$ cat src/source/emif_bridge_pkg.sv
`default_nettype none

package emif_bridge_pkg;

    // ------------------------------------------------------------------------
    // AXI field widths
    // ------------------------------------------------------------------------
    localparam int ID_WIDTH   = 9;
    localparam int ADDR_WIDTH = 32;
    localparam int DATA_WIDTH = 64;
    localparam int STRB_WIDTH = DATA_WIDTH / 8;
    localparam int USER_WIDTH = 4;

    // ------------------------------------------------------------------------
    // Register slice kinds and per-channel choice
    // ------------------------------------------------------------------------
    localparam logic [1:0] SLICE_SKID   = 2'd0;
    localparam logic [1:0] SLICE_SIMPLE = 2'd1;
    localparam logic [1:0] SLICE_BYPASS = 2'd2;

    localparam logic [1:0] AW_MODE = SLICE_SKID;
    localparam logic [1:0] W_MODE  = SLICE_BYPASS;
    localparam logic [1:0] B_MODE  = SLICE_SIMPLE;
    localparam logic [1:0] AR_MODE = SLICE_SIMPLE;
    localparam logic [1:0] R_MODE  = SLICE_BYPASS;

    // Outstanding transaction limit, counters hold 0..MAX_OUTSTANDING
    localparam int MAX_OUTSTANDING = 16;
    localparam int CNT_WIDTH       = $clog2(MAX_OUTSTANDING + 1);

    // ------------------------------------------------------------------------
    // Channel payloads
    // ------------------------------------------------------------------------
    typedef struct packed {
        logic [ID_WIDTH-1:0]   id;
        logic [ADDR_WIDTH-1:0] addr;
        logic [7:0]            len;
        logic [2:0]            size;
        logic [1:0]            burst;
        logic                  lock;
        logic [3:0]            cache;
        logic [2:0]            prot;
        logic [USER_WIDTH-1:0] user;
    } aw_req_t;

    // Read address carries the same fields as write address
    typedef aw_req_t ar_req_t;

    typedef struct packed {
        logic [DATA_WIDTH-1:0] data;
        logic [STRB_WIDTH-1:0] strb;
        logic                  last;
    } w_beat_t;

    typedef struct packed {
        logic [ID_WIDTH-1:0]   id;
        logic [1:0]            resp;
        logic [USER_WIDTH-1:0] user;
    } b_resp_t;

    typedef struct packed {
        logic [ID_WIDTH-1:0]   id;
        logic [DATA_WIDTH-1:0] data;
        logic [1:0]            resp;
        logic                  last;
        logic [USER_WIDTH-1:0] user;
    } r_beat_t;

endpackage

`default_nettype wire
$ cat src/source/emif_bridge.sv
`timescale 1ns/1ps
`default_nettype none

module emif_bridge (
    input  wire logic                     s_if,
    input  wire logic                     rst,
    // ------------------------------------------------------------------------
    // User side
    // ------------------------------------------------------------------------
    input  wire emif_bridge_pkg::aw_req_t usr_aw,
    input  wire logic                     usr_aw_valid,
    output logic                          usr_aw_ready,
    input  wire emif_bridge_pkg::w_beat_t usr_w,
    input  wire logic                     usr_w_valid,
    output logic                          usr_w_ready,
    output emif_bridge_pkg::b_resp_t      usr_b,
    output logic                          usr_b_valid,
    input  wire logic                     usr_b_ready,
    input  wire emif_bridge_pkg::ar_req_t usr_ar,
    input  wire logic                     usr_ar_valid,
    output logic                          usr_ar_ready,
    output emif_bridge_pkg::r_beat_t      usr_r,
    output logic                          usr_r_valid,
    input  wire logic                     usr_r_ready,
    // ------------------------------------------------------------------------
    // Memory controller side
    // ------------------------------------------------------------------------
    output emif_bridge_pkg::aw_req_t      mem_aw,
    output logic                          mem_aw_valid,
    input  wire logic                     mem_aw_ready,
    output emif_bridge_pkg::w_beat_t      mem_w,
    output logic                          mem_w_valid,
    input  wire logic                     mem_w_ready,
    input  wire emif_bridge_pkg::b_resp_t mem_b,
    input  wire logic                     mem_b_valid,
    output logic                          mem_b_ready,
    output emif_bridge_pkg::ar_req_t      mem_ar,
    output logic                          mem_ar_valid,
    input  wire logic                     mem_ar_ready,
    input  wire emif_bridge_pkg::r_beat_t mem_r,
    input  wire logic                     mem_r_valid,
    output logic                          mem_r_ready,
    // No write or read in flight
    output logic                          idle
);
    import emif_bridge_pkg::*;

    logic [CNT_WIDTH-1:0] wr_pending;
    logic [CNT_WIDTH-1:0] rd_pending;

    // Port names line up with the path modules
    emif_write_path u_write_path (.*);

    emif_read_path u_read_path (.*);

    assign idle = (wr_pending == '0) && (rd_pending == '0);

endmodule

`default_nettype wire

$ cat src/source/emif_read_path.sv
`timescale 1ns/1ps
`default_nettype none

module emif_read_path (
    input  wire logic                     s_if,
    input  wire logic                     rst,
    // User side
    input  wire emif_bridge_pkg::ar_req_t usr_ar,
    input  wire logic                     usr_ar_valid,
    output logic                          usr_ar_ready,
    output emif_bridge_pkg::r_beat_t      usr_r,
    output logic                          usr_r_valid,
    input  wire logic                     usr_r_ready,
    // Memory side
    output emif_bridge_pkg::ar_req_t      mem_ar,
    output logic                          mem_ar_valid,
    input  wire logic                     mem_ar_ready,
    input  wire emif_bridge_pkg::r_beat_t mem_r,
    input  wire logic                     mem_r_valid,
    output logic                          mem_r_ready,
    output logic [emif_bridge_pkg::CNT_WIDTH-1:0] rd_pending
);
    import emif_bridge_pkg::*;

    logic ar_slice_ready;
    logic rd_full;
    logic ar_fire;
    logic r_done;

    assign rd_full      = (rd_pending == CNT_WIDTH'(MAX_OUTSTANDING));
    assign usr_ar_ready = ar_slice_ready && !rd_full;
    assign ar_fire      = usr_ar_valid && usr_ar_ready;
    // Burst retires on its last beat at the user side
    assign r_done       = usr_r_valid && usr_r_ready && usr_r.last;

    axi_reg_slice #(.MODE(AR_MODE), .WIDTH($bits(ar_req_t))) u_ar_slice (
        .s_if      (s_if),
        .rst       (rst),
        .in_valid  (usr_ar_valid && !rd_full),
        .in_ready  (ar_slice_ready),
        .in_data   (usr_ar),
        .out_valid (mem_ar_valid),
        .out_ready (mem_ar_ready),
        .out_data  (mem_ar)
    );

    axi_reg_slice #(.MODE(R_MODE), .WIDTH($bits(r_beat_t))) u_r_slice (
        .s_if      (s_if),
        .rst       (rst),
        .in_valid  (mem_r_valid),
        .in_ready  (mem_r_ready),
        .in_data   (mem_r),
        .out_valid (usr_r_valid),
        .out_ready (usr_r_ready),
        .out_data  (usr_r)
    );

    always_ff @(posedge s_if) begin
        if (rst) begin
            rd_pending <= '0;
        end else begin
            case ({ar_fire, r_done})
                2'b10:   rd_pending <= rd_pending + 1'b1;
                2'b01:   rd_pending <= rd_pending - 1'b1;
                default: rd_pending <= rd_pending;
            endcase
        end
    end

    // Memory must not return data for a burst that was never issued
    a_r_needs_ar : assert property (@(posedge s_if) disable iff (rst)
        mem_r_valid && mem_r_ready |-> rd_pending != '0)
        else $error("emif_read_path: R beat with no read outstanding");

endmodule

`default_nettype wire

$ cat src/source/emif_write_path.sv
`timescale 1ns/1ps
`default_nettype none

module emif_write_path (
    input  wire logic                     s_if,
    input  wire logic                     rst,
    // User side
    input  wire emif_bridge_pkg::aw_req_t usr_aw,
    input  wire logic                     usr_aw_valid,
    output logic                          usr_aw_ready,
    input  wire emif_bridge_pkg::w_beat_t usr_w,
    input  wire logic                     usr_w_valid,
    output logic                          usr_w_ready,
    output emif_bridge_pkg::b_resp_t      usr_b,
    output logic                          usr_b_valid,
    input  wire logic                     usr_b_ready,
    // Memory side
    output emif_bridge_pkg::aw_req_t      mem_aw,
    output logic                          mem_aw_valid,
    input  wire logic                     mem_aw_ready,
    output emif_bridge_pkg::w_beat_t      mem_w,
    output logic                          mem_w_valid,
    input  wire logic                     mem_w_ready,
    input  wire emif_bridge_pkg::b_resp_t mem_b,
    input  wire logic                     mem_b_valid,
    output logic                          mem_b_ready,
    output logic [emif_bridge_pkg::CNT_WIDTH-1:0] wr_pending
);
    import emif_bridge_pkg::*;

    logic aw_slice_ready;
    logic wr_full;
    logic aw_fire;
    logic b_fire;

    // New writes are held off once the counter is at its limit
    assign wr_full      = (wr_pending == CNT_WIDTH'(MAX_OUTSTANDING));
    assign usr_aw_ready = aw_slice_ready && !wr_full;
    assign aw_fire      = usr_aw_valid && usr_aw_ready;
    assign b_fire       = usr_b_valid && usr_b_ready;

    axi_reg_slice #(.MODE(AW_MODE), .WIDTH($bits(aw_req_t))) u_aw_slice (
        .s_if      (s_if),
        .rst       (rst),
        .in_valid  (usr_aw_valid && !wr_full),
        .in_ready  (aw_slice_ready),
        .in_data   (usr_aw),
        .out_valid (mem_aw_valid),
        .out_ready (mem_aw_ready),
        .out_data  (mem_aw)
    );

    axi_reg_slice #(.MODE(W_MODE), .WIDTH($bits(w_beat_t))) u_w_slice (
        .s_if      (s_if),
        .rst       (rst),
        .in_valid  (usr_w_valid),
        .in_ready  (usr_w_ready),
        .in_data   (usr_w),
        .out_valid (mem_w_valid),
        .out_ready (mem_w_ready),
        .out_data  (mem_w)
    );

    // Response flows back toward the user
    axi_reg_slice #(.MODE(B_MODE), .WIDTH($bits(b_resp_t))) u_b_slice (
        .s_if      (s_if),
        .rst       (rst),
        .in_valid  (mem_b_valid),
        .in_ready  (mem_b_ready),
        .in_data   (mem_b),
        .out_valid (usr_b_valid),
        .out_ready (usr_b_ready),
        .out_data  (usr_b)
    );

    // Outstanding writes, AW in at user side, B out at user side
    always_ff @(posedge s_if) begin
        if (rst) begin
            wr_pending <= '0;
        end else begin
            case ({aw_fire, b_fire})
                2'b10:   wr_pending <= wr_pending + 1'b1;
                2'b01:   wr_pending <= wr_pending - 1'b1;
                default: wr_pending <= wr_pending;
            endcase
        end
    end

    a_b_needs_aw : assert property (@(posedge s_if) disable iff (rst)
        b_fire |-> wr_pending != '0)
        else $error("emif_write_path: B response with no write outstanding");

endmodule

`default_nettype wire

$ cat src/source/axi_reg_slice.sv
`timescale 1ns/1ps
`default_nettype none

module axi_reg_slice #(
    parameter logic [1:0] MODE  = emif_bridge_pkg::SLICE_SKID,
    parameter int         WIDTH = 32
) (
    input  wire logic             s_if,
    input  wire logic             rst,
    input  wire logic             in_valid,
    output logic                  in_ready,
    input  wire logic [WIDTH-1:0] in_data,
    output logic                  out_valid,
    input  wire logic             out_ready,
    output logic      [WIDTH-1:0] out_data
);
    import emif_bridge_pkg::*;

    generate
        if (MODE == SLICE_SKID) begin : g_skid
            logic             main_valid;
            logic [WIDTH-1:0] main_data;
            logic             skid_valid;
            logic [WIDTH-1:0] skid_data;
            logic             load_main;

            // Main register is empty or drains this cycle
            assign load_main = !main_valid || out_ready;

            always_ff @(posedge s_if) begin
                if (rst) begin
                    main_valid <= 1'b0;
                    skid_valid <= 1'b0;
                end else if (load_main) begin
                    // Skid entry is older, it goes first
                    main_valid <= skid_valid || in_valid;
                    skid_valid <= 1'b0;
                end else if (in_valid && !skid_valid) begin
                    skid_valid <= 1'b1;
                end
            end

            always_ff @(posedge s_if) begin
                if (load_main) begin
                    main_data <= skid_valid ? skid_data : in_data;
                end
                if (!load_main && !skid_valid) begin
                    skid_data <= in_data;
                end
            end

            // Registered ready, drops only while the skid entry is held
            assign in_ready  = !skid_valid;
            assign out_valid = main_valid;
            assign out_data  = main_data;
        end else if (MODE == SLICE_SIMPLE) begin : g_simple
            logic             full;
            logic [WIDTH-1:0] data_q;

            always_ff @(posedge s_if) begin
                if (rst) begin
                    full <= 1'b0;
                end else if (!full) begin
                    full <= in_valid;
                end else if (out_ready) begin
                    full <= 1'b0;
                end
            end

            always_ff @(posedge s_if) begin
                if (!full) begin
                    data_q <= in_data;
                end
            end

            // One slot, so never accepts and drains in the same cycle
            assign in_ready  = !full;
            assign out_valid = full;
            assign out_data  = data_q;
        end else begin : g_bypass
            // SLICE_BYPASS, straight wires with no latency
            assign in_ready  = out_ready;
            assign out_valid = in_valid;
            assign out_data  = in_data;
        end
    endgenerate

    // Stalled output holds its payload until taken
    property p_out_hold;
        @(posedge s_if) disable iff (rst)
        out_valid && !out_ready |=> out_valid && $stable(out_data);
    endproperty

    a_out_hold : assert property (p_out_hold)
        else $error("axi_reg_slice: out_data changed while stalled");

endmodule

`default_nettype wire

$ cat config.mk
export PLATFORM = sky130hd
export DESIGN_NAME = emif_bridge
export DESIGN_NICKNAME = d
export VERILOG_FILES = /design/src/source/emif_bridge_pkg.sv /design/src/source/emif_bridge.sv /design/src/source/emif_read_path.sv /design/src/source/emif_write_path.sv /design/src/source/axi_reg_slice.sv
export SDC_FILE = /design/constraint.sdc
export NUM_CORES = 1
export LEC_CHECK = 0
export ABC_AREA = 1
export BUFFER_PORTS_ARGS = -buffer_cell sky130_fd_sc_hd__clkbuf_2
export CAP_MARGIN = 25
export CORE_AREA = 2 2 243 245
export DETAILED_ROUTE_END_ITERATION = 12
export DIE_AREA = 0 0 245 247
export SLEW_MARGIN = 20
export SYNTH_ARGS = -nofsm -noshare
export SYNTH_HDL_FRONTEND = slang
export SYNTH_SLANG_ARGS = --single-unit
$ cat constraint.sdc
create_clock -name s_if -period 7.47 [get_ports s_if]
set_input_delay 2.241 -clock s_if [delete_from_list [all_inputs] [get_ports s_if]]
set_output_delay 2.241 -clock s_if [all_outputs]
set_load 0.01 [all_outputs]
==> summary.md <==
| Metric | Value |
|---|---|
| Run status | `complete, no violations` |
| Max Clock Skew | `21.95 ps` |
| Net count after synthesis | `1,053` |
| IR Drop Worst-Case VDD | `0.1514 mV` |
| Footprint of the multi-input gates | `1292 um^2` |
| Library cell contributing the largest single delay on the critical path | `sky130_fd_sc_hd__clkbuf_2` |
| Max-slew violation count | `0` |
| Max cap viols | `0` |
| Top achievable clock speed | `212.2 MHz` |
| Post-synthesis cell type count | `25` |
| Average footprint of a synthesized cell | `12.76 um^2` |
| Clock group share of total power | `40.6%` |
| Cell-by-cell trace of the critical path | `clkbuf_2, clkbuf_2` |
| Power per unit of standard cell area | `269.7 nW/um^2` |
| Final period util | `63.10%` |
| Number of inserted filler cells in the final layout | `6,265` |
| Number of resized instances in the post-cts repair step | `0` |
| Remaining routing DRC violations | `0` |
| Share of power burned in registers | `49.7%` |
| Placed cell areas | `10,690 um^2` |
| Kind of start point of the critical path | `input pin` |
| CP dominant cell by count | `sky130_fd_sc_hd__clkbuf_2` |
| Clock-pin slew reported for the worst setup and hold paths after clock tree synthesis | `60 ps` |
| Antenna fix cells | `0` |
| CTS root buffer | `sky130_fd_sc_hd__clkbuf_16` |
| Area of the placeable core | `58,240 um^2` |
| Post-synth design cell area | `9363 um^2` |
| Routed vias/inst | `3.337` |
| TritonCTS Buffers | `27` |
| Number of sinks driven by the clock tree | `227` |
| Remaining number of nets flagged by the antenna check after routing | `0` |
| Maximum number of pins on one net before global-route repair | `69` |
| Top-Level Pins | `623` |
| Number of search-and-repair iterations in the first detailed-routing pass | `6` |
| Total routing resource utilization after global routing | `10.62%` |
| Storage element area | `6678 um^2` |
| Cells after DPL | `1,653` |
| Sw frac | `23.79%` |
| Tightest slew margin relative to the limit | `38.05%` |
| Post-route met1 wirelength | `8703 um` |
| Post-synthesis sequential area ratio | `71.31%` |
| Final hold violations | `0` |
| Crit path DAT | `2470 ps` |
| CTS tree | `yes` |
| Die Y | `247 um` |
| Final Instance Area | `11,530 um^2` |
| Slowest cell delay on critical path | `130 ps` |
| LEAKAGE | `0.004954 uW` |
| Final wirelength | `34,340 um` |
| Power Total | `3109 uW` |
| Required @ worst endpoint | `5230 ps` |
| Clock insertion delay at the later pin of the skew report | `560 ps` |
| Number of storage elements in the synthesis netlist | `227` |
| Nature of the critical path endpoint | `output pin` |
| Hold-fix buffers, CTS | `0` |
| Routed wirelength normalized by instance count | `20.19 um` |
| Total half-perimeter wirelength after legalization and detailed placement | `27,850 um` |
| Total via count in the routed design | `5,677` |
| Initial Utilization | `16.08%` |
| Count of buffer and inverter cells on the critical path | `2` |
| Cell type group with the largest total delay on the critical path | `buffers and inverters` |
| Crit Path Class | `input pin to output pin` |
| Maximum root-to-sink buffer count | `3` |
| Die span in x | `245 um` |
| Final cell count without fillers | `1,701` |
| Internal power | `2370 uW` |
| Setup Viol. Count Final | `0` |
| Warning count from the yosys run | `0` |
| Time the worst path needs with I/O delays and setup | `4714 ps` |
| Final-layout setup total negative slack | `0 ps` |
| Combinational Power Share | `9.7%` |
| Path category of the worst min-delay check | `flop to flop` |
| Count of input and output buffers | `314` |
| Antenna violations before repair | `3` |
| Last weighted congestion value of the routability-driven placer | `0.8588` |
| Total Die Area | `60,520 um^2` |
| Number of setup buffers added after CTS | `0` |
| Number of standard cells after synthesis | `734` |
| Rows | `89` |
| Post-layout worst setup margin | `2756 ps` |
| DRT iter0 DRCs | `317` |
| Met2 WL post-DR | `18,820 um` |
| Met3 layer wire length in the routed design | `5299 um` |
| Top routing layer used | `met5` |
| Worst slack, placed | `2748 ps` |
| Net switching power | `739.7 uW` |
| Final layout net count | `1,228` |
| Share of final-layout standard cells stronger than drive strength 1 | `39.66%` |
| Critical path fanouts, max | `2` |
| Growth of design area from synthesis to finish | `23.12%` |
| RSZ-0062 raised after global routing | `no` |
| Number of global-route vias before repair | `5,517` |
| Residual overflow from global routing | `0` |
| Wire length of the first global-routing pass | `44,310 um` |
| H-Tree Depth | `1` |
| Pin slew with the least headroom to its limit | `929.2 ps` |
[layout by cell type, fill, tap and decap left out, types with 8 or more instances in the layout]
master	netlist	final
sky130_fd_sc_hd__clkbuf_2	0	314
sky130_fd_sc_hd__nand2_1	231	231
sky130_fd_sc_hd__edfxtp_1	213	213
sky130_fd_sc_hd__inv_1	36	34
sky130_fd_sc_hd__clkbuf_16	0	27
sky130_fd_sc_hd__dfxtp_1	14	13
sky130_fd_sc_hd__o21ai_0	12	12
sky130_fd_sc_hd__a21oi_1	11	11
sky130_fd_sc_hd__nand3_1	10	10
sky130_fd_sc_hd__nor2_1	10	9
sky130_fd_sc_hd__clkbuf_1	5	8
[Yosys cell counts]
library cell | n | area [um^2]
sky130_fd_sc_hd__nor4_1 | 1 | 6.260
sky130_fd_sc_hd__ha_1 | 7 | 87.58
sky130_fd_sc_hd__or2_2 | 1 | 6.260
sky130_fd_sc_hd__nand2_2 | 1 | 6.260
sky130_fd_sc_hd__nand3_1 | 10 | 50.05
sky130_fd_sc_hd__a21oi_1 | 11 | 55.05
sky130_fd_sc_hd__and3_1 | 1 | 6.260
sky130_fd_sc_hd__o21bai_1 | 1 | 7.510
sky130_fd_sc_hd__inv_1 | 36 | 135.1
sky130_fd_sc_hd__buf_4 | 161 | 1209
sky130_fd_sc_hd__o21ai_0 | 12 | 60.06
sky130_fd_sc_hd__edfxtp_1 | 213 | 6396
sky130_fd_sc_hd__nand3b_1 | 1 | 7.510
sky130_fd_sc_hd__nor2_4 | 1 | 11.26
sky130_fd_sc_hd__nor3_1 | 1 | 5.000
sky130_fd_sc_hd__clkbuf_1 | 5 | 18.77
sky130_fd_sc_hd__dfxtp_1 | 14 | 280.3
sky130_fd_sc_hd__xnor2_1 | 2 | 17.52
sky130_fd_sc_hd__inv_2 | 1 | 3.750
sky130_fd_sc_hd__nor2_1 | 10 | 37.54
sky130_fd_sc_hd__buf_2 | 7 | 35.03
sky130_fd_sc_hd__nand2_1 | 231 | 867.1
sky130_fd_sc_hd__nand3_2 | 3 | 30.03
sky130_fd_sc_hd__xor2_1 | 2 | 17.52
sky130_fd_sc_hd__nor2_2 | 1 | 6.260
[power groups by stage]
stage | registers, uW | logic, uW | clock network, uW
CTS | 1550 | 308 | 1310
floorplan | 1610 | 190 | 0
finish | 1550 | 301 | 1260
detailed placement | 1570 | 307 | 0
global placement | 1570 | 301 | 0
global route | 1550 | 336 | 1360
[cells by family (layout without fill, tap and decap cells)]
group                      Yosys count  after routing  synth area share (%)
DFF                                227            227                 71.31
AOI/OAI and AO/OA                   24             24                 1.310
xor gates and xnor gates             4              4                0.3742
and+or+nand+nor                    262            262                 11.11
adders and majority gates            7              7                0.9354
buffers and inverters              210            404                 14.97
[through the flow]
stage	hold slack, ps	utilization, %
after global placement	495.1	18.35
final	513.5	19.79
after CTS	503.5	19.79
after global routing	533.7	19.79
after floorplan	469.4	-
after detailed placement	505.1	18.35
[final cells by class]
| cell class | instances | share of cell area [%] |
|---|---|---|
| multi-input combinational | 297 | 11.21 |
| timing repair buffer | 319 | 13.96 |
| inverter | 37 | 1.216 |
| clock inverter | 12 | 1.053 |
| tap | 773 | 8.390 |
| clock buffer | 36 | 6.241 |
| sequential | 227 | 57.93 |
[worst paths after layout]
| path | start | end | slack [ps] | cells after the start |
|---|---|---|---|---|
| worst max-delay path | mem_r_valid | usr_r_valid | 2760 | 2 |
| worst min register to register | u_write_path.u_aw_slice.g_skid.skid_data[48] | u_write_path.u_aw_slice.out_data[48] | 510 | 2 |
| worst min-delay path | u_write_path.u_aw_slice.g_skid.skid_data[48] | u_write_path.u_aw_slice.out_data[48] | 510 | 2 |
| worst max register to register | u_read_path.u_ar_slice.out_valid | u_read_path.rd_pending[4] | 4810 | 17 |
[per-layer routing]
layer  track usage [%]  vias to the layer above
met1             7.862                     2577
met2             20.37                      360
li1                  -                     2643
met4             5.039                        4
met3             7.130                       93
met5                 0                        -
[registers in the layout (all words and copies together) (netlist names)]
register and count:
u_read_path.u_ar_slice.out_data 66, u_write_path.u_aw_slice.g_skid.skid_data 66, u_write_path.u_aw_slice.out_data 66, u_write_path.u_b_slice.out_data 15
u_read_path.rd_pending 5, u_write_path.wr_pending 5, u_read_path.u_ar_slice.out_valid 1, u_write_path.u_aw_slice.g_skid.skid_valid 1
u_write_path.u_aw_slice.out_valid 1, u_write_path.u_b_slice.out_valid 1
Power figures use the tool's default switching activity.
